### config.mk
export PLATFORM = sky130hd
export DESIGN_NAME = sadReduce_flat
export DESIGN_NICKNAME = d
export VERILOG_FILES = /design/src/rtl/sadPkg.sv /design/src/rtl/sadIf.sv /design/src/rtl/sadReduce.sv /design/src/flat_wrapper.sv
export VERILOG_INCLUDE_DIRS = /design/src /design/src/include
export SDC_FILE = /design/constraint.sdc
export NUM_CORES = 1
export LEC_CHECK = 0
export BUFFER_PORTS_ARGS = -buffer_cell sky130_fd_sc_hd__buf_2
export CORE_MARGIN = 2
export CORE_UTILIZATION = 54
export DETAILED_ROUTE_END_ITERATION = 8
export PLACE_DENSITY = 0.76
export SYNTH_ARGS = -nofsm -noshare
export SYNTH_HDL_FRONTEND = slang
export SYNTH_SLANG_ARGS = --single-unit
### constraint.sdc
create_clock -name Clk -period 11.5 [get_ports Clk]
set_clock_uncertainty 0.2 [all_clocks]
set_input_delay 0.575 -clock Clk [delete_from_list [all_inputs] [get_ports Clk]]
set_output_delay 0.575 -clock Clk [all_outputs]
set_load 0.01 [all_outputs]
### src/include/sad_settings.svh
`ifndef SAD_SETTINGS_SVH
`define SAD_SETTINGS_SVH

// Pixel memory geometry
`define SAD_ADDR_W 10
`define SAD_MEM_DEPTH 1024
`define SAD_PIXEL_W 8

// Position, size and SAD values
`define SAD_DATA_W 32

// Window is fixed at 4x4, row-major
`define SAD_WIN 4
`define SAD_PIX_CNT 16

// Start strobe to result strobe, in cycles
// 3 address stages, 1 memory stage, 3 reduce stages
`define SAD_LATENCY 7

`endif

### src/rtl/sadPkg.sv
`default_nettype none

`include "sad_settings.svh"

package sadPkg;

   // One word address into either pixel bank
   typedef logic [`SAD_ADDR_W-1:0] addr_t;

   typedef logic [`SAD_PIXEL_W-1:0] pixel_t;

   // Positions, sizes and SAD values
   typedef logic [`SAD_DATA_W-1:0] word_t;

   // Index is row * SAD_WIN + column
   typedef addr_t [`SAD_PIX_CNT-1:0] addrSet_t;
   typedef pixel_t [`SAD_PIX_CNT-1:0] pixelSet_t;

   // Bank picked by the memory write port
   typedef enum logic {
      memSelFrame  = 1'b0,
      memSelTarget = 1'b1
   } memSel_e;

endpackage

`default_nettype wire

### src/rtl/sadIf.sv
`timescale 1ns/10ps
`default_nettype none

`include "sad_settings.svh"


// Pixel pairs from the pixel memory to the reduce stages
interface sadPixelIf;
   logic valid;
   sadPkg::pixelSet_t framePix;
   sadPkg::pixelSet_t targetPix;
   sadPkg::word_t acc;

   modport source (
      output valid,
      output framePix,
      output targetPix,
      output acc
   );

   modport sink (
      input valid,
      input framePix,
      input targetPix,
      input acc
   );
endinterface

`default_nettype wire

### src/rtl/sadReduce.sv
`timescale 1ns/10ps
`default_nettype none

`include "sad_settings.svh"

module sadReduce (
   input  logic          Clk,
   input  logic          rstN,
   sadPixelIf.sink       pixIn,
   output logic          resultValid,
   output sadPkg::word_t sadOut
);

   sadPkg::pixelSet_t absNext;
   sadPkg::pixelSet_t s1Abs;
   logic              s1Valid;
   sadPkg::word_t     s1Acc;

   sadPkg::word_t pairSum [`SAD_PIX_CNT/2];
   sadPkg::word_t quadSum [`SAD_PIX_CNT/4];

   logic          s2Valid;
   sadPkg::word_t s2Part [`SAD_PIX_CNT/4];
   sadPkg::word_t s2Acc;

   // Absolute difference of each pixel pair
   always_comb begin
      for (int i = 0; i < `SAD_PIX_CNT; i++) begin
         if (pixIn.framePix[i] >= pixIn.targetPix[i]) begin
            absNext[i] = pixIn.framePix[i] - pixIn.targetPix[i];
         end else begin
            absNext[i] = pixIn.targetPix[i] - pixIn.framePix[i];
         end
      end
   end

   // Two levels of the adder tree, 16 down to 4
   always_comb begin
      for (int i = 0; i < `SAD_PIX_CNT/2; i++) begin
         pairSum[i] = sadPkg::word_t'(s1Abs[2*i]) + sadPkg::word_t'(s1Abs[2*i+1]);
      end
      for (int j = 0; j < `SAD_PIX_CNT/4; j++) begin
         quadSum[j] = pairSum[2*j] + pairSum[2*j+1];
      end
   end

   always_ff @(posedge Clk) begin
      if (!rstN) begin
         s1Valid     <= 1'b0;
         s2Valid     <= 1'b0;
         resultValid <= 1'b0;
      end else begin
         s1Valid     <= pixIn.valid;
         s2Valid     <= s1Valid;
         resultValid <= s2Valid;
      end
   end

   always_ff @(posedge Clk) begin
      // Stage 1
      s1Abs <= absNext;
      s1Acc <= pixIn.acc;
      // Stage 2
      s2Part <= quadSum;
      s2Acc  <= s1Acc;
      // Stage 3 closes the tree and adds the running SAD
      sadOut <= s2Part[0] + s2Part[1] + s2Part[2] + s2Part[3] + s2Acc;
   end

   resultTiming: assert property (
      @(posedge Clk) disable iff (!rstN)
      resultValid |-> $past(pixIn.valid, 3)
   ) else $error("result strobe without a pixel set three cycles earlier");

endmodule

`default_nettype wire

### src/flat_wrapper.sv
// flat-port wrapper written by rule: the top's interface ports become plain ports
module sadReduce_flat 
  (Clk, rstN, resultValid, sadOut, pixIn_valid, pixIn_framePix, pixIn_targetPix, pixIn_acc);
  sadPixelIf pixIn_i ();
  input  logic Clk;
  input  logic rstN;
  output logic resultValid;
  output sadPkg::word_t sadOut;
  input wire logic [$bits(pixIn_i.valid)-1:0] pixIn_valid;
  input wire logic [$bits(pixIn_i.framePix)-1:0] pixIn_framePix;
  input wire logic [$bits(pixIn_i.targetPix)-1:0] pixIn_targetPix;
  input wire logic [$bits(pixIn_i.acc)-1:0] pixIn_acc;
  assign pixIn_i.valid = pixIn_valid;
  assign pixIn_i.framePix = pixIn_framePix;
  assign pixIn_i.targetPix = pixIn_targetPix;
  assign pixIn_i.acc = pixIn_acc;
  sadReduce u_core (.Clk(Clk), .rstN(rstN), .pixIn(pixIn_i), .resultValid(resultValid), .sadOut(sadOut));
endmodule
### Word level (Yosys, flattened, before mapping)

Index checks and enable logic that the tools add are counted.

* bits of input ports: 291
* register bits: 355

* add/subtract/negate cells: 48
* magnitude comparators: 16
* mux-type cells: 16

Operator list (number)
* adder 32 bit: 8
* subtractor 8 bit: 32
* greater-or-equal comparator 8 bit: 16
* 2-to-1 mux 8 bit: 16
* adder 8 x 8 -> 9 bit: 8

### Depth between registers and ports, before layout

* depth after elaboration: 4
* mapped depth: 15
* gate-level depth less buffers: 14

### Least setup slack after synthesis

Ideal clock, no wire load.

* path type: register to register
* start point: register u_core.s2Acc[2]
* end point: register u_core.sadOut[26]
* data arrival time: 3.631 ns
* slack: 7.550 ns
* stages on the path, launching flop included: 16
* required time: 11.181 ns
* setup time: 0.119 ns
* cells stage by stage: dfxtp_1 inv_1 fa_1 inv_1 fa_1 inv_1 fa_1 inv_1 ha_1 a211oi_1 o21bai_1 o21ai_0 o21a_1 buf_2 and4bb_2 xor2_1

* word-level cells in the longest chain between the ends: 1

RTL lines
* start, declared: RTL line sadReduce.sv:24 `sadPkg::word_t s2Acc;`
* start signal, assigned: RTL line sadReduce.sv:65 `s2Acc <= s1Acc;`
* adder 32 bit: RTL line sadReduce.sv:67 `sadOut <= s2Part[0] + s2Part[1] + s2Part[2] + s2Part[3] + s2Acc;`
* end signal, assigned: RTL line sadReduce.sv:67
* end, declared: RTL line sadReduce.sv:11 `output sadPkg::word_t sadOut`

No other way between the ends.
A chain may end at the register's enable or synchronous reset.

### Final worst setup path

Ends and elaborated chain as after synthesis.

==> results by group <==
Cells and area
  – Most frequent cells in the layout: 411 x inv_1, 357 x ha_1, 323 x buf_2, 267 x dfxtp_1, 147 x a21oi_1
  – # fillers: 3280
  – P&R area growth vs syn: 16.2%
  – Final std cells w/o fill: 3199
  – Layout cell share with drive strength beyond 1: 0.149
  – Nets@finish: 3369
  – Most common cell after layout, fill and taps aside: inv_1
  – Area occupied by multi-input gates: approximately 14000 µm²
  – Register Area: 5350 µm²

Route
  – # DRC: 0
  – TritonRoute pass-1 iters: 4
  – DRT antenna net count: 0
  – Wire per inst: approximately 15 µm
  – Via count: around 17000
  – Avg Vias per Cell: roughly 5.2
  – DRT iter0 DRCs: roughly 730
  – Wirelength, routed: 46600 µm

Die
  – Num ports: approximately 320
  – # rows: 72
  – Die Y: 201 µm
  – Die W: 201 µm
  – Core Region: 38500 µm²
  – Starting density of the core: 0.546
  – Die area: 40500 µm²

Job
  – Max-cap viol count: 0

Power and ir drop
  – Total Power: 7.03 mW
  – Cell Pwr Density: 288 nW/µm²
  – Peak VDD IR: 0.000338 V
  – Leak: 13.1 nW

Logic synthesis
  – FF+latch count, synth: about 270
  – Post-synthesis cell type count: 58
  – Avg Inst Size Synth: 9.03 µm²
  – Synth async-reset ratio: 0
  – Main synth FF type: dfxtp_1
  – Mapped Nets: 3046
  – Cells after Synth: 2325
  – Sequential fraction of the synthesis area: 0.255
  – Synth area leaders: dfxtp_1 25%, ha_1 21%, inv_1 7.4%
  – Syn. warnings: 0
  – Synth Cell Area: ~21000 µm²
  – Post-synth EDFFs: 0
  – Leading area contributor after synthesis: dfxtp_1
  – Top-area cell type share of the netlist area: 0.255

Clock network
  – Clk root buf: clkbuf_16
  – Inserted Clock Buffers: 29
  – Clock Path Buffers: 3
  – PostCTS Resize Cnt: 0
  – CTS HTree Levels: 1
  – Clock-pin slew on the worst setup and hold paths: roughly 0.06 ns
  – CTS tree: done
  – Postcts setup bufs: 0
  – Clock sinks: 267
  – Post-cts hold buffer count: 32
  – Clk_lat worst skew: 0.55 ns

STA
  – RSZ-0062 raised after global routing: false
  – Max Freq: between 200 and 250 MHz
  – Final setup violation count: 0
  – Fin. Hold Viols: 0
  – Rel. slew slack: 0.423
  – Setup_tns: 0 ns
  – Final Cycle Share: 0.381
  – WHS: 0.0490 ns
  – Post-layout minimum cycle time: 4.38 ns
  – Final Slew Violations: 0
  – Worst Max-Slew Pin Slew: roughly 0.86 ns

Hold path
  – Hold crit path type: primary input to flop

Setup path
  – CP required: 11.74 ns
  – Type of the worst setup path: flop to flop
  – Nature of the critical path startpoint: flop
  – Crit Path Max Fanout: 9
  – Worst EP arrival: between 4 and 5 ns
  – CP Capture Type: flop

Global route
  – Global-route usage over all layers: 0.230
  – First-pass GRT wire length: 78400 µm
  – Met2 Usage GRT: 0.404
  – Number of global-route vias before repair: 17000
  – Grt met3 use: 0.0382
  – Grt peak-use layer: met2
  – Grt total ovfl: 0
  – Antenna violations before repair: 17
  – Largest net degree at the start of global routing: 16
  – Met1 Track Usage GR: 0.294

Placed design
  – Dpl hpwl: 38300 µm
  – GP Congestion: 0.901
  – Port Buf Inserts: 323
  – Post-Place Cells: roughly 3100

Run status
  – Status: finished, final reports clean
final timing paths:
| path | from | slack [ns] | end | cells past startpoint |
|---|---|---|---|---|
| max | u_core.s2Acc[2]$_DFF_P_ | 7.12 | u_core.sadOut[26]$_DFF_P_ | 14 |
| min | pixIn_valid | 0.05 | u_core.s1Valid$_SDFF_PN0_ | 2 |
| max reg2reg | u_core.s2Acc[2]$_DFF_P_ | 7.12 | u_core.sadOut[26]$_DFF_P_ | 14 |
| min reg2reg | u_core.s1Acc[13]$_DFF_P_ | 0.13 | u_core.s2Acc[13]$_DFF_P_ | 0 |
synth_stat cells, drive strengths merged, types with 9 or more instances:
master / instances
buf: 31
ha: 357
and3: 9
a21boi: 16
nand2b: 54
o21a: 22
mux2i: 88
o21ai: 129
inv: 411
nor2: 55
or3: 9
fa: 73
xor2: 96
dfxtp: 267
a21oi: 148
nand3: 18
nand2: 68
a31oi: 37
nand4: 29
clkbuf: 32
xnor2: 100
nor3: 17
and2: 10
a21o: 92
nor2b: 43
o21bai: 9
a211oi: 20
registers in the layout, indices dropped and copies added, names as in the netlist:
register and cells:
u_core.s1Acc 32, u_core.s1Valid 1, u_core.resultValid 1, u_core.s2Acc 32, u_core.s1Abs 128, u_core.s2Part 40, u_core.sadOut 32, u_core.s2Valid 1
through the flow:
| step | util | area, µm² | setup WS (ns) |
|---|---|---|---|
| after detailed placement | 0.596 | 22900 | 7.14 |
| after CTS | 0.633 | 24400 | 7.09 |
| after global routing | 0.634 | 24400 | 6.92 |
| after global placement | 0.596 | 22900 | 7.15 |
| final | 0.634 | 24400 | 7.12 |
| after floorplan | - | 21000 | 7.55 |
layer usage:
layer	wire length, µm	part of all wire	vias up
met5	77	0.0017	-
met4	988	0.021	12
met3	2470	0.053	82
met2	22300	0.48	413
met1	20700	0.44	7637
li1	-	-	8421
power breakdown:
| group | total, mW | internal (mW) | switching (mW) |
|---|---|---|---|
| Clock | 1.06 | 0.670 | 0.394 |
| Sequential | 1.34 | 1.25 | 0.0932 |
| Combinational | 4.63 | 2.04 | 2.59 |
| Total | 7.03 | 3.96 | 3.08 |
logic make-up (layout without fill, tap and decap cells):
family          Yosys count  count (layout)  share of synthesized area
compound gates          540             540                      0.166
mux                      88              88                     0.0420
other cells               0              10                          0
buf+inv                 474             820                     0.0888
fa+ha+maj               430             430                      0.282
flops                   267             267                      0.255
simple gates            330             330                     0.0844
xor+xnor                196             196                     0.0818
final cells by class:
cell class                 count  share of cell area
antenna                       10             0.00103
clock buffer                  30              0.0299
clock inverter                24              0.0156
inverter                     411              0.0633
multi-input combinational   1584               0.565
sequential                   267               0.219
tap                          518              0.0266
timing repair buffer         355              0.0794
worst max-delay path: stages, from the launching register on:
cell      delay [ns]
dfxtp_1         0.30
inv_1           0.05
fa_1            0.52
inv_1           0.06
fa_1            0.53
inv_1           0.06
fa_1            0.58
inv_1           0.06
ha_1            0.31
a211oi_1        0.25
o21bai_1        0.13
o21ai_0         0.40
o21a_1          0.40
and4bb_2        0.28
xor2_1          0.13
Note: power is estimated with default switching activity, not from simulation.
