## config.mk

```make
export PLATFORM = sky130hd
export DESIGN_NAME = sadAddrGen_flat
export DESIGN_NICKNAME = d
export VERILOG_FILES = /design/src/rtl/sadPkg.sv /design/src/rtl/sadIf.sv /design/src/rtl/sadAddrGen.sv /design/src/flat_wrapper.sv
export VERILOG_INCLUDE_DIRS = /design/src /design/src/include
export SDC_FILE = /design/constraint.sdc
export NUM_CORES = 1
export LEC_CHECK = 0
export ABC_AREA = 1
export BUFFER_PORTS_ARGS = -buffer_cell sky130_fd_sc_hd__buf_2
export CORE_AREA = 2 2 238 240
export DETAILED_ROUTE_END_ITERATION = 7
export DIE_AREA = 0 0 240 242
export HOLD_SLACK_MARGIN = 0.08
export MAX_ROUTING_LAYER = met4
export PLACE_DENSITY_LB_ADDON = 0.08
export SKIP_LAST_GASP = 1
export SYNTH_ARGS = -nofsm -noshare
export SYNTH_HDL_FRONTEND = slang
export SYNTH_SLANG_ARGS = --single-unit
```

## constraint.sdc

```tcl
create_clock -name Clk -period 8.13 [get_ports Clk]
set_clock_uncertainty 0.1 [all_clocks]
set_input_delay 1.626 -clock Clk [delete_from_list [all_inputs] [get_ports Clk]]
set_output_delay 1.626 -clock Clk [all_outputs]
set_load 0.05 [all_outputs]
```

## src/include/sad_settings.svh

```systemverilog
`ifndef SAD_SETTINGS_SVH
`define SAD_SETTINGS_SVH

// Pixel memory geometry
`define SAD_ADDR_W 10
`define SAD_MEM_DEPTH 1024
`define SAD_PIXEL_W 8

// Position, size and SAD values
`define SAD_DATA_W 32

// Window is fixed at 4x4, row-major
`define SAD_WIN 4
`define SAD_PIX_CNT 16

// Start strobe to result strobe, in cycles
// 3 address stages, 1 memory stage, 3 reduce stages
`define SAD_LATENCY 7

`endif

```

## src/rtl/sadPkg.sv

```systemverilog
`default_nettype none

`include "sad_settings.svh"

package sadPkg;

   // One word address into either pixel bank
   typedef logic [`SAD_ADDR_W-1:0] addr_t;

   typedef logic [`SAD_PIXEL_W-1:0] pixel_t;

   // Positions, sizes and SAD values
   typedef logic [`SAD_DATA_W-1:0] word_t;

   // Index is row * SAD_WIN + column
   typedef addr_t [`SAD_PIX_CNT-1:0] addrSet_t;
   typedef pixel_t [`SAD_PIX_CNT-1:0] pixelSet_t;

   // Bank picked by the memory write port
   typedef enum logic {
      memSelFrame  = 1'b0,
      memSelTarget = 1'b1
   } memSel_e;

endpackage

`default_nettype wire

```

## src/rtl/sadIf.sv

```systemverilog
`timescale 1ns/10ps
`default_nettype none

`include "sad_settings.svh"

// Address set from the address generator to the pixel memory
interface sadAddrIf;
   logic valid;
   sadPkg::addrSet_t frameAddr;
   sadPkg::addrSet_t targetAddr;
   // Running SAD carried alongside
   sadPkg::word_t acc;

   modport source (
      output valid,
      output frameAddr,
      output targetAddr,
      output acc
   );

   modport sink (
      input valid,
      input frameAddr,
      input targetAddr,
      input acc
   );
endinterface


`default_nettype wire

```

## src/rtl/sadAddrGen.sv

```systemverilog
`timescale 1ns/10ps
`default_nettype none

`include "sad_settings.svh"

module sadAddrGen (
   input  logic          Clk,
   input  logic          rstN,
   input  logic          start,
   input  sadPkg::word_t frameBase,
   input  sadPkg::word_t targetBase,
   input  sadPkg::word_t x,
   input  sadPkg::word_t y,
   input  sadPkg::word_t iter,
   input  sadPkg::word_t numRow,
   input  sadPkg::word_t frameRow,
   input  sadPkg::word_t sadIn,
   sadAddrIf.source      addrOut
);

   logic          s1Valid;
   sadPkg::word_t s1FrameBase;
   sadPkg::word_t s1TargetBase;
   sadPkg::word_t s1X;
   sadPkg::word_t s1Y;
   sadPkg::word_t s1FrameRow;
   sadPkg::word_t s1ItRows;
   sadPkg::word_t s1Acc;

   logic          s2Valid;
   sadPkg::word_t s2RowBase;
   sadPkg::word_t s2TargetBase;
   sadPkg::word_t s2FrameRow;
   sadPkg::word_t s2Acc;

   // Full-width frame addresses ahead of truncation
   sadPkg::word_t frameWord [`SAD_PIX_CNT];
   sadPkg::addrSet_t frameNext;
   sadPkg::addrSet_t targetNext;

   // Valid chain
   always_ff @(posedge Clk) begin
      if (!rstN) begin
         s1Valid <= 1'b0;
         s2Valid <= 1'b0;
         addrOut.valid <= 1'b0;
      end else begin
         s1Valid <= start;
         s2Valid <= s1Valid;
         addrOut.valid <= s2Valid;
      end
   end

   // Stage 1 captures the request, with iter * numRow
   always_ff @(posedge Clk) begin
      s1FrameBase  <= frameBase;
      s1TargetBase <= targetBase;
      s1X          <= x;
      s1Y          <= y;
      s1FrameRow   <= frameRow;
      s1ItRows     <= iter * numRow;
      s1Acc        <= sadIn;
   end

   // Stage 2 gives the address of the window's top-left pixel
   always_ff @(posedge Clk) begin
      s2RowBase    <= (s1Y + s1ItRows) * s1FrameRow + s1FrameBase + s1X;
      s2TargetBase <= s1TargetBase;
      s2FrameRow   <= s1FrameRow;
      s2Acc        <= s1Acc;
   end

   // Row and column offsets for the whole window
   always_comb begin
      for (int r = 0; r < `SAD_WIN; r++) begin
         for (int c = 0; c < `SAD_WIN; c++) begin
            frameWord[r*`SAD_WIN+c] = s2RowBase + sadPkg::word_t'(r) * s2FrameRow
                                      + sadPkg::word_t'(c);
            frameNext[r*`SAD_WIN+c] = sadPkg::addr_t'(frameWord[r*`SAD_WIN+c]);
            // Target window is stored packed, 4 pixels per row
            targetNext[r*`SAD_WIN+c] = sadPkg::addr_t'(s2TargetBase
                                       + sadPkg::word_t'(r*`SAD_WIN+c));
         end
      end
   end

   // Stage 3
   always_ff @(posedge Clk) begin
      addrOut.frameAddr  <= frameNext;
      addrOut.targetAddr <= targetNext;
      addrOut.acc        <= s2Acc;
   end

   // Bottom-right pixel is the highest address, so the whole window fits the bank
   frameInRange: assert property (
      @(posedge Clk) disable iff (!rstN)
      s2Valid |-> (frameWord[`SAD_PIX_CNT-1] < `SAD_MEM_DEPTH)
   ) else $error("frame window runs past the pixel memory");

endmodule

`default_nettype wire

```

## src/flat_wrapper.sv

```systemverilog
// flat-port wrapper written by rule: the top's interface ports become plain ports
module sadAddrGen_flat 
  (Clk, rstN, start, frameBase, targetBase, x, y, iter, numRow, frameRow, sadIn, addrOut_valid, addrOut_frameAddr, addrOut_targetAddr, addrOut_acc);
  sadAddrIf addrOut_i ();
  input  logic Clk;
  input  logic rstN;
  input  logic start;
  input  sadPkg::word_t frameBase;
  input  sadPkg::word_t targetBase;
  input  sadPkg::word_t x;
  input  sadPkg::word_t y;
  input  sadPkg::word_t iter;
  input  sadPkg::word_t numRow;
  input  sadPkg::word_t frameRow;
  input  sadPkg::word_t sadIn;
  output wire logic [$bits(addrOut_i.valid)-1:0] addrOut_valid;
  output wire logic [$bits(addrOut_i.frameAddr)-1:0] addrOut_frameAddr;
  output wire logic [$bits(addrOut_i.targetAddr)-1:0] addrOut_targetAddr;
  output wire logic [$bits(addrOut_i.acc)-1:0] addrOut_acc;
  assign addrOut_valid = addrOut_i.valid;
  assign addrOut_frameAddr = addrOut_i.frameAddr;
  assign addrOut_targetAddr = addrOut_i.targetAddr;
  assign addrOut_acc = addrOut_i.acc;
  sadAddrGen u_core (.Clk(Clk), .rstN(rstN), .start(start), .frameBase(frameBase), .targetBase(targetBase), .x(x), .y(y), .iter(iter), .numRow(numRow), .frameRow(frameRow), .sadIn(sadIn), .addrOut(addrOut_i));
endmodule
```

* Yosys cells after proc, flatten, opt, wreduce, memory -nomap -nowiden *
Cells that the tools add are included.
W data, S select, Z words.

operators by class
  multipliers = 3
  add/sub/neg operators = 33

operator list
  cell                     count
  $add A10 B2 Y10 const B  10
  $add A10 B4 Y10 const B  8
  $add A10 B1 Y10 const B  5
  $add A10 B10 Y10         5
  $add A10 B3 Y10 const B  4
  $add A32 B32 Y32         1
  $mul A2 B32 Y10 const A  1
  $mul A32 B32 Y10         1
  $mul A32 B32 Y32         1

storage, ports and cells
  register bits after elaboration = 597
  word-level logic and storage cells = 83
  output and inout bits = 353

* Logic depth before layout (Yosys ltp) *
Gate-level depths: netlist of run 1.

  depth after elaboration = 4
  gate-level depth with buffers = 37

* Worst setup path before layout of run 1 *
OpenSTA, ideal clock, no wires.

  kind = input to register
  from = in numRow[2]
  to = reg u_core.s1ItRows[9]
  path slack = 1.974 ns
  arrival = 5.984 ns
  stages = 19
  library setup time = 0.072 ns
  path through = clkbuf_1 -> nand2_1 -> inv_1 -> fa_1 -> inv_1 -> fa_1 -> fa_1 -> inv_1 -> ha_1 -> ha_1 -> ha_1 -> ha_1 -> fa_1 -> xnor2_1 -> xnor2_1 -> xnor2_1 -> xor2_1 -> xor2_1 -> xnor2_1

on the way
  longest elaborated chain between the ends = 1

RTL lines
  item                  line                text
  from (decl)           flat_wrapper.sv:13  input sadPkg::word_t numRow;
  $mul A32 B32 Y32      sadAddrGen.sv:61    s1ItRows <= iter * numRow;
  to (signal assigned)  sadAddrGen.sv:61
  to (decl)             sadAddrGen.sv:27    sadPkg::word_t s1ItRows;

No other way between the ends.
A chain may end at the register's enable or synchronous reset.

* Worst setup path after layout of run 1 *
  from = reg u_core.s1Y[0]
  to = reg u_core.s2RowBase[9]

on the way
  longest elaborated chain between the ends = 4

RTL lines
  item                           line              text
  from (decl)                    sadAddrGen.sv:25  sadPkg::word_t s1Y;
  from (signal assigned)         sadAddrGen.sv:59  s1Y <= y;
  $add A32 B32 Y32               sadAddrGen.sv:67  s2RowBase <= (s1Y + s1ItRows) * s1FrameRow + s1FrameBase + s1X;
  $mul A32 B32 Y10               sadAddrGen.sv:67
  $add A10 B10 Y10 (2 in a row)  sadAddrGen.sv:67
  to (signal assigned)           sadAddrGen.sv:67
  to (decl)                      sadAddrGen.sv:31  sadPkg::word_t s2RowBase;

No other way between the ends.

==> run summary, run 1 <==
The floorplan step defined a die boundary enclosing 0.0581 mm². For this configuration, the core starts out at a cell density of 32.7%. The number of global-route vias before repair came out at 12.8k.

The slowest stage of the critical path belongs to the cell sky130_fd_sc_hd__fa_1. By instance count, the cell type seen most on the critical path is sky130_fd_sc_hd__inv_1. The boundary pin count is 612.

Once detail routing completed, the nets flagged for antenna violations numbered 0. For the worst-skew pair, the clock arrives at the later sink with an insertion delay of 580 ps. CTS built an H-tree with a depth of 2. The library cell occupying the most area in the post-synthesis netlist is sky130_fd_sc_hd__dfxtp_1. In this design, the largest share of critical-path delay is due to adder cells. After floorplanning, the core was sized to cover 0.0557 mm². Compared with the post-synthesis result, the final layout area differs by 24.1%. The maximum frequency from static timing analysis is 0.168 GHz. The count of routing violations after the opening detailed-route iteration came out at 321. The standby leakage power is 11.3 nW. Global routing consumed, over all layers together, 16.6% of the routing resources. The instance area after placement is 0.0210 mm². The x dimension of the die came out at 240 µm. The vertical extent of the die came out at 242 µm. The clock passes through at most 3 buffers. The buffer and inverter count on the worst path is 7. Leaving out fill and tap cells, the most frequent cell in the layout is sky130_fd_sc_hd__dfxtp_1. At the end of routability-driven placement, the weighted congestion stood at 0.824.

The total detailed-routing wirelength is 46900 µm. The total number of vias is 12.4k. The worst path in the final design needs a cycle of 5940 ps, including I/O delays and setup. The cell sitting at the root of the clock tree is a sky130_fd_sc_hd__clkbuf_16. The post-detailed-placement half-perimeter wirelength is 37200 µm. The flow ran to the end, and the final reports show no timing, DRC or antenna violations. After detailed routing, the average wire length per cell comes to 15.5 µm. Setup repair after global routing left no endpoint under its margin.

Clock tree synthesis inserted a total of 50 buffers. The normalized max-slew margin is 36.4%. The global-route congestion overflow total came out at 0. Power spread over the standard cell area amounts to 518 mW/mm². For this run, the post-layout net count is 2674.

The total of flip-flops plus latches after synthesis is 463. The summed instance area of the synthesized netlist is 0.0182 mm². The number of cell rows came out at 87.

The critical path required time came out at 8500 ps. The count of buffers inserted at the top-level ports came out at 457. The peak ir drop on the vdd network is 0.000345 V. The total of max-cap violations came out at 0. The via-per-instance ratio is 4.12. The largest incremental delay on the critical path came out at 530 ps. The filler cell count came out at 5605.

The total count of max-transition violations in the final report is 0. The layout cell share with drive strength beyond 1 came out at 26.4%. Setup violations remaining at the end of the flow were counted as 0. The largest net degree at the start of global routing is 20. Of all nets on the critical path, the largest fanout is 4. The share of the yosys chip area belonging to registers is 50.9%. The initial antenna violation count is 3.

The first global-routing pass estimated 72200 µm of wire. After synthesis, the cell types taking the most area are sky130_fd_sc_hd__dfxtp_1, sky130_fd_sc_hd__ha_1, sky130_fd_sc_hd__fa_1. A synthesized cell averages 10.2 µm².

STA classifies the critical path startpoint as a flop. The total chip power came out at 11.7 mW. Cells fill 40.6% of the core in the end. The worst hold path belongs to the class flop to flop. The post-route fraction of the period consumed by the critical path came out at 73.1%. The setup path with the least slack is of type flop to flop. The arrival time of the worst setup path is 6320 ps. After clock tree synthesis, the repair step resized 0 gates. The number of instances in the synthesized netlist is 1786. The kind of end point of the critical path is a flop. The number of endpoints with negative hold slack in the final report is 0. The Yosys warning count came out at 0. On the final layout, the worst hold slack is 224 ps.

The pre-antenna-repair detailed-routing pass consisted of 5 iterations. At the pin with the least slew margin, the transition time is 950 ps. The quantity of hold-fixing buffers added after cts is 0. The final instance area is 0.0226 mm². The net count after synthesis is 2237. The sum of negative setup slack came out at 0 ps. The total setup buffers inserted after CTS is 0. In the layout the commonest cells are sky130_fd_sc_hd__dfxtp_1, sky130_fd_sc_hd__buf_2, sky130_fd_sc_hd__nand2_1. TritonCTS built the clock tree. The share of Yosys cell area claimed by the top area cell type came out at 50.9%. The clock net in this run drives a total of 463 sinks.

The clock transition at the registers of the reported paths came out at 50 ps. Yosys mapped the design onto 46 distinct sky130hd cell types. The detailed-route DRC error count came out at 0.
kinds of logic (layout without fill, tap and decap cells):
group | Yosys count | in the layout | synth area share [%]
buffers and inverters | 341 | 812 | 8.03
AO/OA/AOI/OAI | 107 | 107 | 3.44
flip-flops | 463 | 463 | 50.9
other | 0 | 3 | 0
adder cells (fa/ha/maj) | 192 | 192 | 16.1
XOR/XNOR | 207 | 207 | 10.5
AND/OR/NAND/NOR | 476 | 476 | 11.0
cell usage after synthesis (all sizes together):
master / n
buf: 58
and2: 1
o21bai: 4
xor2: 165
clkinv: 6
nor2: 83
nand3b: 5
inv: 261
o211ai: 2
nor3: 20
a211oi: 1
a31oi: 4
nand3: 40
fa: 71
nor4: 1
o21a: 1
xnor2: 42
nand2: 315
a21oi: 52
o311ai: 3
nand4: 7
dfxtp: 463
clkbuf: 16
or2: 4
ha: 121
o21ai: 40
metal layers:
metal	vias to the layer above	GRT usage, %	share of wire [%]
met4	0	5.33	2.7
met3	74	3.87	6.0
met1	5773	19.1	42
met5	-	-	0
li1	6267	-	-
met2	300	28.4	49
metrics by stage:
stage,setup slack [ps],std cells
2_1_floorplan,1970,1786
3_3_place_gp,1780,2927
3_5_place_dp,1720,2927
4_1_cts,2170,3013
5_1_grt,1760,3016
6_report,2190,3016
cell type report:
class	count	area (µm²)	share of cell area, %
clock buffers	67	1400	6.17
well taps	756	946	4.18
flip-flops and latches	463	9270	41.0
repair buffers	459	2300	10.2
clock inverters	19	205	0.908
multi-input cells	982	7480	33.1
inverters	267	1000	4.44
diodes	3	7.51	0.0332
state kept, by name, indices dropped and copies added, names as in the netlist, 10 cells and up:
signal and flops:
u_core.s2FrameRow 10, u_core.s1ItRows 10, u_core.s1FrameRow 10, u_core.s1Y 10
u_core.s1Acc 32, u_core.s2RowBase 10, u_core.addrOut.acc 32, u_core.addrOut.targetAddr 126
u_core.s1TargetBase 10, u_core.addrOut.frameAddr 148, u_core.s2TargetBase 10, u_core.s2Acc 32
u_core.s1FrameBase 10, u_core.s1X 10
final timing paths:
check | startpoint | to | slack (ps) | depth (start not counted)
worst max-delay path | u_core.s1Y[0] | u_core.s2RowBase[9] | 2190 | 29
worst min-delay path | u_core.s2Acc[26] | u_core.addrOut.acc[26] | 220 | 0
worst max register to register | u_core.s1Y[0] | u_core.s2RowBase[9] | 2190 | 29
worst min register to register | u_core.s2Acc[26] | u_core.addrOut.acc[26] | 220 | 0
report_power, final:
| part | leakage, nW | internal (mW) | switching [mW] |
|---|---|---|---|
| logic | 6.60 | 1.94 | 4.41 |
| registers | 3.91 | 2.89 | 0.267 |
| clock network | 0.787 | 1.27 | 0.921 |
Note: power is estimated with default switching activity, not from simulation.
==> run 2: changes to the inputs <==
--- a/config.mk
+++ b/config.mk
@@ -6,11 +6,11 @@
 export SDC_FILE = /design/constraint.sdc
 export NUM_CORES = 1
 export LEC_CHECK = 0
-export ABC_AREA = 1
+export ABC_AREA = 0
 export BUFFER_PORTS_ARGS = -buffer_cell sky130_fd_sc_hd__buf_2
-export CORE_AREA = 2 2 238 240
+export CORE_AREA = 2 2 241 243
 export DETAILED_ROUTE_END_ITERATION = 7
-export DIE_AREA = 0 0 240 242
+export DIE_AREA = 0 0 243 245
 export HOLD_SLACK_MARGIN = 0.08
 export MAX_ROUTING_LAYER = met4
 export PLACE_DENSITY_LB_ADDON = 0.08
==> constraint.sdc (replaced) <==
create_clock -name Clk -period 5.3 [get_ports Clk]
set_clock_uncertainty 0.1 [all_clocks]
set_input_delay 1.06 -clock Clk [delete_from_list [all_inputs] [get_ports Clk]]
set_output_delay 1.06 -clock Clk [all_outputs]
set_load 0.05 [all_outputs]
==> run 2 against run 1 <==
Effect of this change:
- the run now ends with negative setup slack left
- worst setup slack worse by 2700 ps
- fmax increased by 2.4%
- sequential cell count unchanged
- critical path depth decreased by 5
- via count fell by 8.7%
- register-to-register slack got worse by 2700 ps
- wire length shrank 4.9%
- global-route usage shrank 1.4 points
- sequential share of layout area is 0.49 points lower
- synthesized area decreased by 2.5%
- first-iteration DRC count up 8.4%
- die area is 2.5% higher
==> run summary, run 2 <==
The endpoint identified for the worst register-to-register timing path is u_core.s2RowBase[9]. The largest registers in the layout are u_core.addrOut.frameAddr x148, u_core.addrOut.targetAddr x126. The post-detailed-placement half-perimeter wirelength came out at 34400 µm (-7.7%).

The x dimension of the die was 243 µm (+1.3%). The Yosys warning count came out at 0 (unchanged). In the synthesized netlist the dominant register cell turns out to be sky130_fd_sc_hd__dfxtp_1. STA classifies the critical path endpoint as a flop. The post-route fraction of the period consumed by the critical path is 109% (+36 points). The worst setup path is of the flop to flop kind. TritonCTS built the clock tree. The share of Yosys cell area claimed by the top area cell type came out at 52.2% (+1.3 points). The worst setup margin came out at -502 ps (-2690 ps). The total number of nets in the final design is 2482 (-7.2%). The starting density of the core is 31.1% (-1.5 points). Setup repair after global routing could not meet its margin everywhere.

The count of buffers inserted at the top-level ports is 457 (unchanged). In this run the most critical hold path is launched from u_core.s1Acc[23]. The first-pass iteration count of the detailed router is 4 (-1). The tree is rooted in a sky130_fd_sc_hd__clkbuf_16. For hold timing, the worst endpoint is u_core.s2Acc[23]. The total detailed-routing wirelength is 44600 µm (-4.9%). The synthesis-to-finish area growth came out at 28.8%. The time the worst path needs with I/O delays and setup came out at 5800 ps (-139 ps).

The most common cell after layout, fill and taps aside is sky130_fd_sc_hd__dfxtp_1. The total of flip-flops plus latches after synthesis is 463 (unchanged). In this run the worst hold path is classified as flop to flop. The biggest area contributor in the post-synthesis netlist is sky130_fd_sc_hd__dfxtp_1.

The detailed-route DRC error count was 0 (unchanged). The number of instances in the synthesized netlist is 1538 (-14%). The per-instance average area after synthesis is 11.5 µm² (+13%). The clock transition at the registers of the reported paths was 60 ps (about the same). The maximum net fanout on the critical path came out at 4 (unchanged). The number of cell rows came out at 88 (+1.1%). The initial antenna violation count is 13 (+10). The largest net degree at the start of global routing came out at 22 (+10%). The worst-case hold slack came out at 223 ps (-1.64 ps). The number of endpoints with negative hold slack in the final report came to 0 (unchanged). The deepest level of the CTS H-tree was 2 (unchanged). The arrival time of the worst setup path came out at 6160 ps (-160 ps). The summed instance area of the synthesized netlist is 0.0178 mm² (-2.5%). The clock latency at the later pin of the worst-skew pair came out at 600 ps (+20 ps). The post-route antenna net violation count is 0 (unchanged). The total count of max-transition violations in the final report came out at 0 (unchanged). The combined global-route utilization of all metal layers is 15.2% (-1.4 points).

The total of max-cap violations was 0 (unchanged). The critical path required time is 5660 ps (-2840 ps). STA classifies the critical path startpoint as a flop. The most frequently used cell type in the post-synthesis netlist is sky130_fd_sc_hd__dfxtp_1.

The global-route wire length before repair came out at 68100 µm (-5.7%). The total clock buffers created by CTS is 50 (unchanged). The cell count of the worst reg-to-reg path came to 24 (-17%). The setup slack of the worst register-to-register path is -500 ps (-2690 ps). The share of flip-flops with an asynchronous set or reset after synthesis came out at 0% (unchanged). The actual transition at the worst max-transition pin is 1080 ps (+133 ps). The routability congestion estimate from global placement was 0.771 (-6.4%).

The maximum frequency from static timing analysis was 0.172 GHz (+2.4%). The run finished, with violations left. The number of global-route vias before repair is 11.8k (-7.8%).

The floorplan core area came out at 0.0570 mm² (+2.3%). Leaving out fill and tap cells, the most frequent cells in the layout are sky130_fd_sc_hd__dfxtp_1, sky130_fd_sc_hd__buf_2, sky130_fd_sc_hd__xnor2_1. The count of routing violations after the opening detailed-route iteration is 348 (+8.4%). The checks that failed: negative setup slack.

Sorting the synthesized cells by area gives the leading types as sky130_fd_sc_hd__dfxtp_1, sky130_fd_sc_hd__ha_1, sky130_fd_sc_hd__fa_1. The net count after synthesis is 1989 (-11%). The via-per-instance ratio was 3.98 (-3.3%). The boundary pin count is 612 (unchanged).

The routed length per instance came to 15.7 µm (+0.69%). The total clock sinks came to 463 (unchanged). The number of flip-flops under the largest register name came to 148 (unchanged).

The number of buffers on the longest clock path is 3 (unchanged). The vertical extent of the die came out at 245 µm (+1.2%). The area of the die is 0.0595 mm² (+2.5%). The setup-violating endpoint count in the final report came out at 1 (+1). More flip-flops sit in one register than any other, and that register is u_core.addrOut.frameAddr. The total number of vias was 11.3k (-8.7%). The normalized max-slew margin is 27.7% (-8.8 points). The share of the yosys chip area belonging to registers is 52.2% (+1.3 points). The layout cell share with drive strength beyond 1 came out at 31.6% (+5.2 points). The number of enable-type register cells in the synthesized netlist is 0 (unchanged).

The depth of the worst hold-timing path is 0 (unchanged). The count of distinct cell types in the synthesized netlist is 54 (+17%). The worst register-to-register path begins at u_core.s1Y[0]. The global-route congestion overflow total is 0 (unchanged). The commonest cells after synthesis are sky130_fd_sc_hd__dfxtp_1, sky130_fd_sc_hd__xnor2_1, sky130_fd_sc_hd__ha_1.
run 2: routing by layer:
layer	part of all wire, %	track usage (%)	vias up
met1	41	16.8	5236
li1	-	-	5760
met5	0	-	-
met4	2.0	4.04	0
met2	49	25.5	277
met3	8.2	5.95	61
run 2: worst max path at each step:
stage,from,end,slack (ps)
after CTS,u_core.s1Y[0],u_core.s2RowBase[9],-550
final,u_core.s1Y[0],u_core.s2RowBase[9],-500
after global placement,u_core.s1Y[0],u_core.s2RowBase[9],-560
after detailed placement,u_core.s1ItRows[0],u_core.s2RowBase[9],-560
after global routing,u_core.s1ItRows[0],u_core.s2RowBase[9],-800
after floorplan,u_core.s1Y[0],u_core.s2RowBase[9],-240
run 2: kinds of logic after synthesis:
group,Yosys count,synth area share (%)
flops,463,52.2
simple gates,313,8.30
xor+xnor,271,14.3
buf+inv,206,5.33
fa+ha+maj,192,16.5
compound gates,93,3.40
run 2: critical path, stage by stage, from the launching register on:
cell                       delay (ps)
sky130_fd_sc_hd__dfxtp_1          320
sky130_fd_sc_hd__ha_2             190
sky130_fd_sc_hd__inv_2             40
sky130_fd_sc_hd__fa_2             360
sky130_fd_sc_hd__nor2b_4          170
sky130_fd_sc_hd__o311ai_2         130
sky130_fd_sc_hd__nand2b_1         110
sky130_fd_sc_hd__a21oi_2           70
sky130_fd_sc_hd__xnor2_2          200
sky130_fd_sc_hd__nand2_1           90
sky130_fd_sc_hd__fa_1             460
sky130_fd_sc_hd__fa_1             500
sky130_fd_sc_hd__inv_1             50
sky130_fd_sc_hd__fa_1             460
sky130_fd_sc_hd__fa_1             500
sky130_fd_sc_hd__inv_1             50
sky130_fd_sc_hd__fa_1             500
sky130_fd_sc_hd__inv_2             50
sky130_fd_sc_hd__ha_4             270
sky130_fd_sc_hd__nand2_1           60
sky130_fd_sc_hd__o21ai_2          120
sky130_fd_sc_hd__xnor2_1          130
sky130_fd_sc_hd__xnor3_1          300
sky130_fd_sc_hd__xnor3_1          240
sky130_fd_sc_hd__xnor3_1          210
run 2: area by class of cell:
cell class                 instances  area [µm²]
antenna                           13        32.5
clock buffer                      76        1530
clock inverter                    15         180
fill                            5726       34200
inverter                         124         465
multi-input combinational        869        7660
sequential                       463        9270
tap                              765         957
timing repair buffer             523        2780
run 2: metrics by stage:
step                      setup slack (ps)  cell area [µm²]  setup TNS [ps]  util, %  cells
final                                 -502            22900            -502     40.1   2848
after global routing                  -802            22900            -802     40.1   2848
after CTS                             -548            22800            -548     39.9   2831
after detailed placement              -564            21000            -943     36.9   2740
after global placement                -556            21000            -920     36.9   2740
after floorplan                       -241            17800            -241        -   1538
run 2: timing repair:
action	CTS	global route
hold buffers	0	0
gates resized for setup	2	7
setup endpoints to repair	1	2
buffers inserted	0	4
pin swaps	2	8
Power of run 2 is not shown: default switching activity piles up to over one toggle a cycle in this logic, so the estimate is an artifact.
==> run 3: changes to the inputs <==
--- a/config.mk
+++ b/config.mk
@@ -7,7 +7,7 @@
 export NUM_CORES = 1
 export LEC_CHECK = 0
 export ABC_AREA = 0
-export BUFFER_PORTS_ARGS = -buffer_cell sky130_fd_sc_hd__buf_2
+export BUFFER_PORTS_ARGS = -buffer_cell sky130_fd_sc_hd__buf_4
 export CORE_AREA = 2 2 241 243
 export DETAILED_ROUTE_END_ITERATION = 7
 export DIE_AREA = 0 0 243 245
==> run 3 against run 2 <==
Effect of this change:
- the flow still finishes with violations (negative setup slack)
- sequential cell count did not move
- critical path depth did not move
- global-route usage rose by 0.12 points
- fmax rose by 1.0%
- die area did not move
- highest routed layer unchanged
- register-to-register slack improved by 60 ps
==> run summary, run 3 (synthesized netlist as in run 2, its figures left out) <==
The flow ran to the end, but the final reports show violations. The checks that failed: negative setup slack. The quantity of hold-fixing buffers added after cts is 0 (unchanged).

The standby leakage power is 11.2 nW. The boundary pin count is 612 (unchanged). The layout cell share with drive strength beyond 1 is 31.3% (-0.32 points). The area of combinational cells with multiple inputs came out at 0.00762 mm² (-0.51%). In the layout the commonest cells are sky130_fd_sc_hd__buf_4, sky130_fd_sc_hd__dfxtp_1, sky130_fd_sc_hd__xnor2_1. The post-route antenna net violation count is 0 (unchanged). The critical path required time came out at 5660 ps (about the same). The normalized max-slew margin came out at 28.9% (+1.3 points). The post-route fraction of the period consumed by the critical path came out at 108% (-1.1 points). The number of global-route vias before repair is 11.9k (+0.92%). The internal power is 11.6 mW.

The number of endpoints with negative hold slack in the final report came out at 0 (unchanged). Ranked by flip-flop count, first place goes to u_core.addrOut.frameAddr. The fraction of power consumed by sequential logic came out at 23.7%. The clock transition at the registers of the reported paths came to 60 ps (about the same).

The worst setup path is captured at a flop. The combined global-route utilization of all metal layers was 15.3% (+0.12 points). The time the worst path needs with I/O delays and setup was 5740 ps (-59.8 ps).

The largest net degree at the start of global routing is 22 (unchanged). The largest registers in the layout are u_core.addrOut.frameAddr x148, u_core.addrOut.targetAddr x126. The via-per-instance ratio came out at 4.00 (+0.48%). The cell count of the worst reg-to-reg path came out at 24 (unchanged). The actual transition at the worst max-transition pin is 1060 ps (-18.9 ps).

Setup repair after global routing could not meet its margin everywhere. The detailed-route DRC error count came out at 0 (unchanged). The depth of the worst hold-timing path is 0 (unchanged). The synthesis-to-finish area growth is 35.1%. The total clock buffers created by CTS was 52 (+4.0%). The switching portion of total power came out at 43.2%. The maximum frequency from static timing analysis is 0.174 GHz (+1.0%). The clock latency at the later pin of the worst-skew pair came out at 590 ps (about the same). The arrival time of the worst setup path came out at 6100 ps (-60 ps).

The total clock sinks came to 463 (unchanged). The worst setup path is of the flop to flop kind. The maximum net fanout on the critical path is 3 (-1). The floorplan core area came to 0.0570 mm² (unchanged). The total count of max-transition violations in the final report came out at 0 (unchanged). The global-route congestion overflow total is 0 (unchanged). The area of the die came out at 0.0595 mm² (unchanged). The deepest level of the CTS H-tree is 2 (unchanged). The count of routing violations after the opening detailed-route iteration is 325 (-6.6%). The worst-case IR drop observed on VDD is 0.000746 V. The total of max-cap violations came out at 0 (unchanged). The clock share of power came out at 17.8%. The starting density of the core came out at 31.1% (unchanged).

The vertical extent of the die came out at 245 µm (unchanged). The power density over the cells is 852 mW/mm². The total detailed-routing wirelength is 44900 µm (+0.69%). The x dimension of the die is 243 µm (unchanged). The flip-flop and latch area came out at 0.00927 mm² (unchanged). The setup-violating endpoint count in the final report was 1 (unchanged). The final instance area came to 0.0240 mm² (+4.9%). The count of buffers inserted at the top-level ports came out at 457 (unchanged).

The total number of nets in the final design is 2482 (unchanged). The sum of negative setup slack came out at -442 ps (+59.8 ps). The combinational share of power came out at 58.5%.

The routed length per instance is 15.8 µm (+1.0%). The instance area after placement was 0.0222 mm² (+5.4%). The post-detailed-placement half-perimeter wirelength came to 34700 µm (+0.96%).

The first-pass iteration count of the detailed router is 4 (unchanged). The number of buffers on the longest clock path is 3 (unchanged). The routability congestion estimate from global placement came out at 0.772 (+0.12%). The analysis attributes to net switching a power of 8.83 mW. The cell sitting at the root of the clock tree is a sky130_fd_sc_hd__clkbuf_16. The total number of vias is 11.4k (+0.16%). STA classifies the critical path startpoint as a flop. TritonCTS built the clock tree. The library cell used most frequently in the layout, excluding fill and tap cells, is sky130_fd_sc_hd__buf_4. The worst setup margin is -442 ps (+59.8 ps). The path type of the worst min-delay path is flop to flop.

The initial antenna violation count is 2 (-11). The number of flip-flops under the largest register name is 148 (unchanged). The filler cell count is 5577 (-2.6%). The global-route wire length before repair is 68700 µm (+0.88%).

The number of cell rows came out at 88 (unchanged).
-- run 3: changes by cell type in the layout (fill, tap and decap cells not counted), moves of 2 or more --
cell and change:
sky130_fd_sc_hd__buf_2 -457, sky130_fd_sc_hd__buf_4 +455, sky130_fd_sc_hd__clkbuf_8 -12, sky130_fd_sc_hd__diode_2 -11
sky130_fd_sc_hd__clkinv_2 +5, sky130_fd_sc_hd__bufinv_16 +4, sky130_fd_sc_hd__inv_6 +4, sky130_fd_sc_hd__clkbuf_1 +3
sky130_fd_sc_hd__clkbuf_16 +2, sky130_fd_sc_hd__ha_1 +2, sky130_fd_sc_hd__ha_4 -2
-- run 3: what timing repair did --
| action | CTS | global route |
|---|---|---|
| gates resized for setup | 2 | 2 |
| hold endpoints to repair | 0 | 0 |
| setup buffers | 3 | 1 |
| endpoints found under the setup margin | 1 | 2 |
| pin swaps | 3 | 2 |
-- run 3: layout make-up --
cell class / instances / share of cell area [%]
Timing Repair Buffer: 521 / 16.3
Antenna cell: 2 / 0.0209
Tap cell: 765 / 3.99
Clock inverter: 26 / 1.39
Sequential cell: 463 / 38.6
Clock buffer: 69 / 5.95
Multi-Input combinational cell: 869 / 31.8
Inverter: 124 / 1.94
-- run 3: routing by layer --
| layer | track usage (%) | up-vias | routed length (µm) |
|---|---|---|---|
| li1 | - | 5755 | - |
| met1 | 17.1 | 5240 | 18300 |
| met2 | 25.8 | 287 | 22100 |
| met3 | 5.49 | 70 | 3540 |
| met4 | 4.24 | 0 | 958 |
| met5 | - | - | 0 |
-- run 3: final timing paths --
check	from	slack (ps)	endpoint
max	u_core.s1Y[0]	-440	u_core.s2RowBase[9]
max reg2reg	u_core.s1Y[0]	-440	u_core.s2RowBase[9]
min reg2reg	u_core.s2Acc[19]	220	u_core.addrOut.acc[19]
min	u_core.s2Acc[19]	220	u_core.addrOut.acc[19]
-- run 3: power groups by stage --
stage / combinational, mW / sequential [mW] / clock, mW
floorplan: 6.32 / 7.23 / 0
global placement: 12.0 / 4.94 / 0
detailed placement: 12.0 / 4.93 / 0
CTS: 12.2 / 4.86 / 3.77
global route: 13.1 / 4.93 / 3.91
finish: 11.9 / 4.84 / 3.65
-- run 3: critical path, cell delays in order, from the launching register on --
cell and delay (ps):
sky130_fd_sc_hd__dfxtp_1 320, sky130_fd_sc_hd__ha_2 190, sky130_fd_sc_hd__inv_2 40, sky130_fd_sc_hd__fa_2 360, sky130_fd_sc_hd__nor2b_4 160, sky130_fd_sc_hd__o311ai_2 130
sky130_fd_sc_hd__nand2b_1 110, sky130_fd_sc_hd__a21oi_2 70, sky130_fd_sc_hd__xnor2_2 180, sky130_fd_sc_hd__nand2_1 90, sky130_fd_sc_hd__fa_1 460, sky130_fd_sc_hd__fa_1 490
sky130_fd_sc_hd__inv_1 50, sky130_fd_sc_hd__fa_1 460, sky130_fd_sc_hd__fa_1 490, sky130_fd_sc_hd__inv_1 50, sky130_fd_sc_hd__fa_1 500, sky130_fd_sc_hd__inv_2 50
sky130_fd_sc_hd__ha_4 270, sky130_fd_sc_hd__nand2_1 60, sky130_fd_sc_hd__o21ai_2 130, sky130_fd_sc_hd__xnor2_1 140, sky130_fd_sc_hd__xnor3_1 290, sky130_fd_sc_hd__xnor3_1 240
sky130_fd_sc_hd__xnor3_1 200
-- run 3: stage by stage --
step                total power [mW]  setup WS, ps  cells  utilization [%]  hold slack, ps
floorplan                       13.6          -241   1538                -             210
global placement                17.0          -537   2738             38.9             210
detailed placement              17.0          -576   2738             38.9             212
CTS                             20.8          -480   2836             42.0             225
global route                    21.9          -730   2839             42.1             229
finish                          20.4          -442   2839             42.1             221
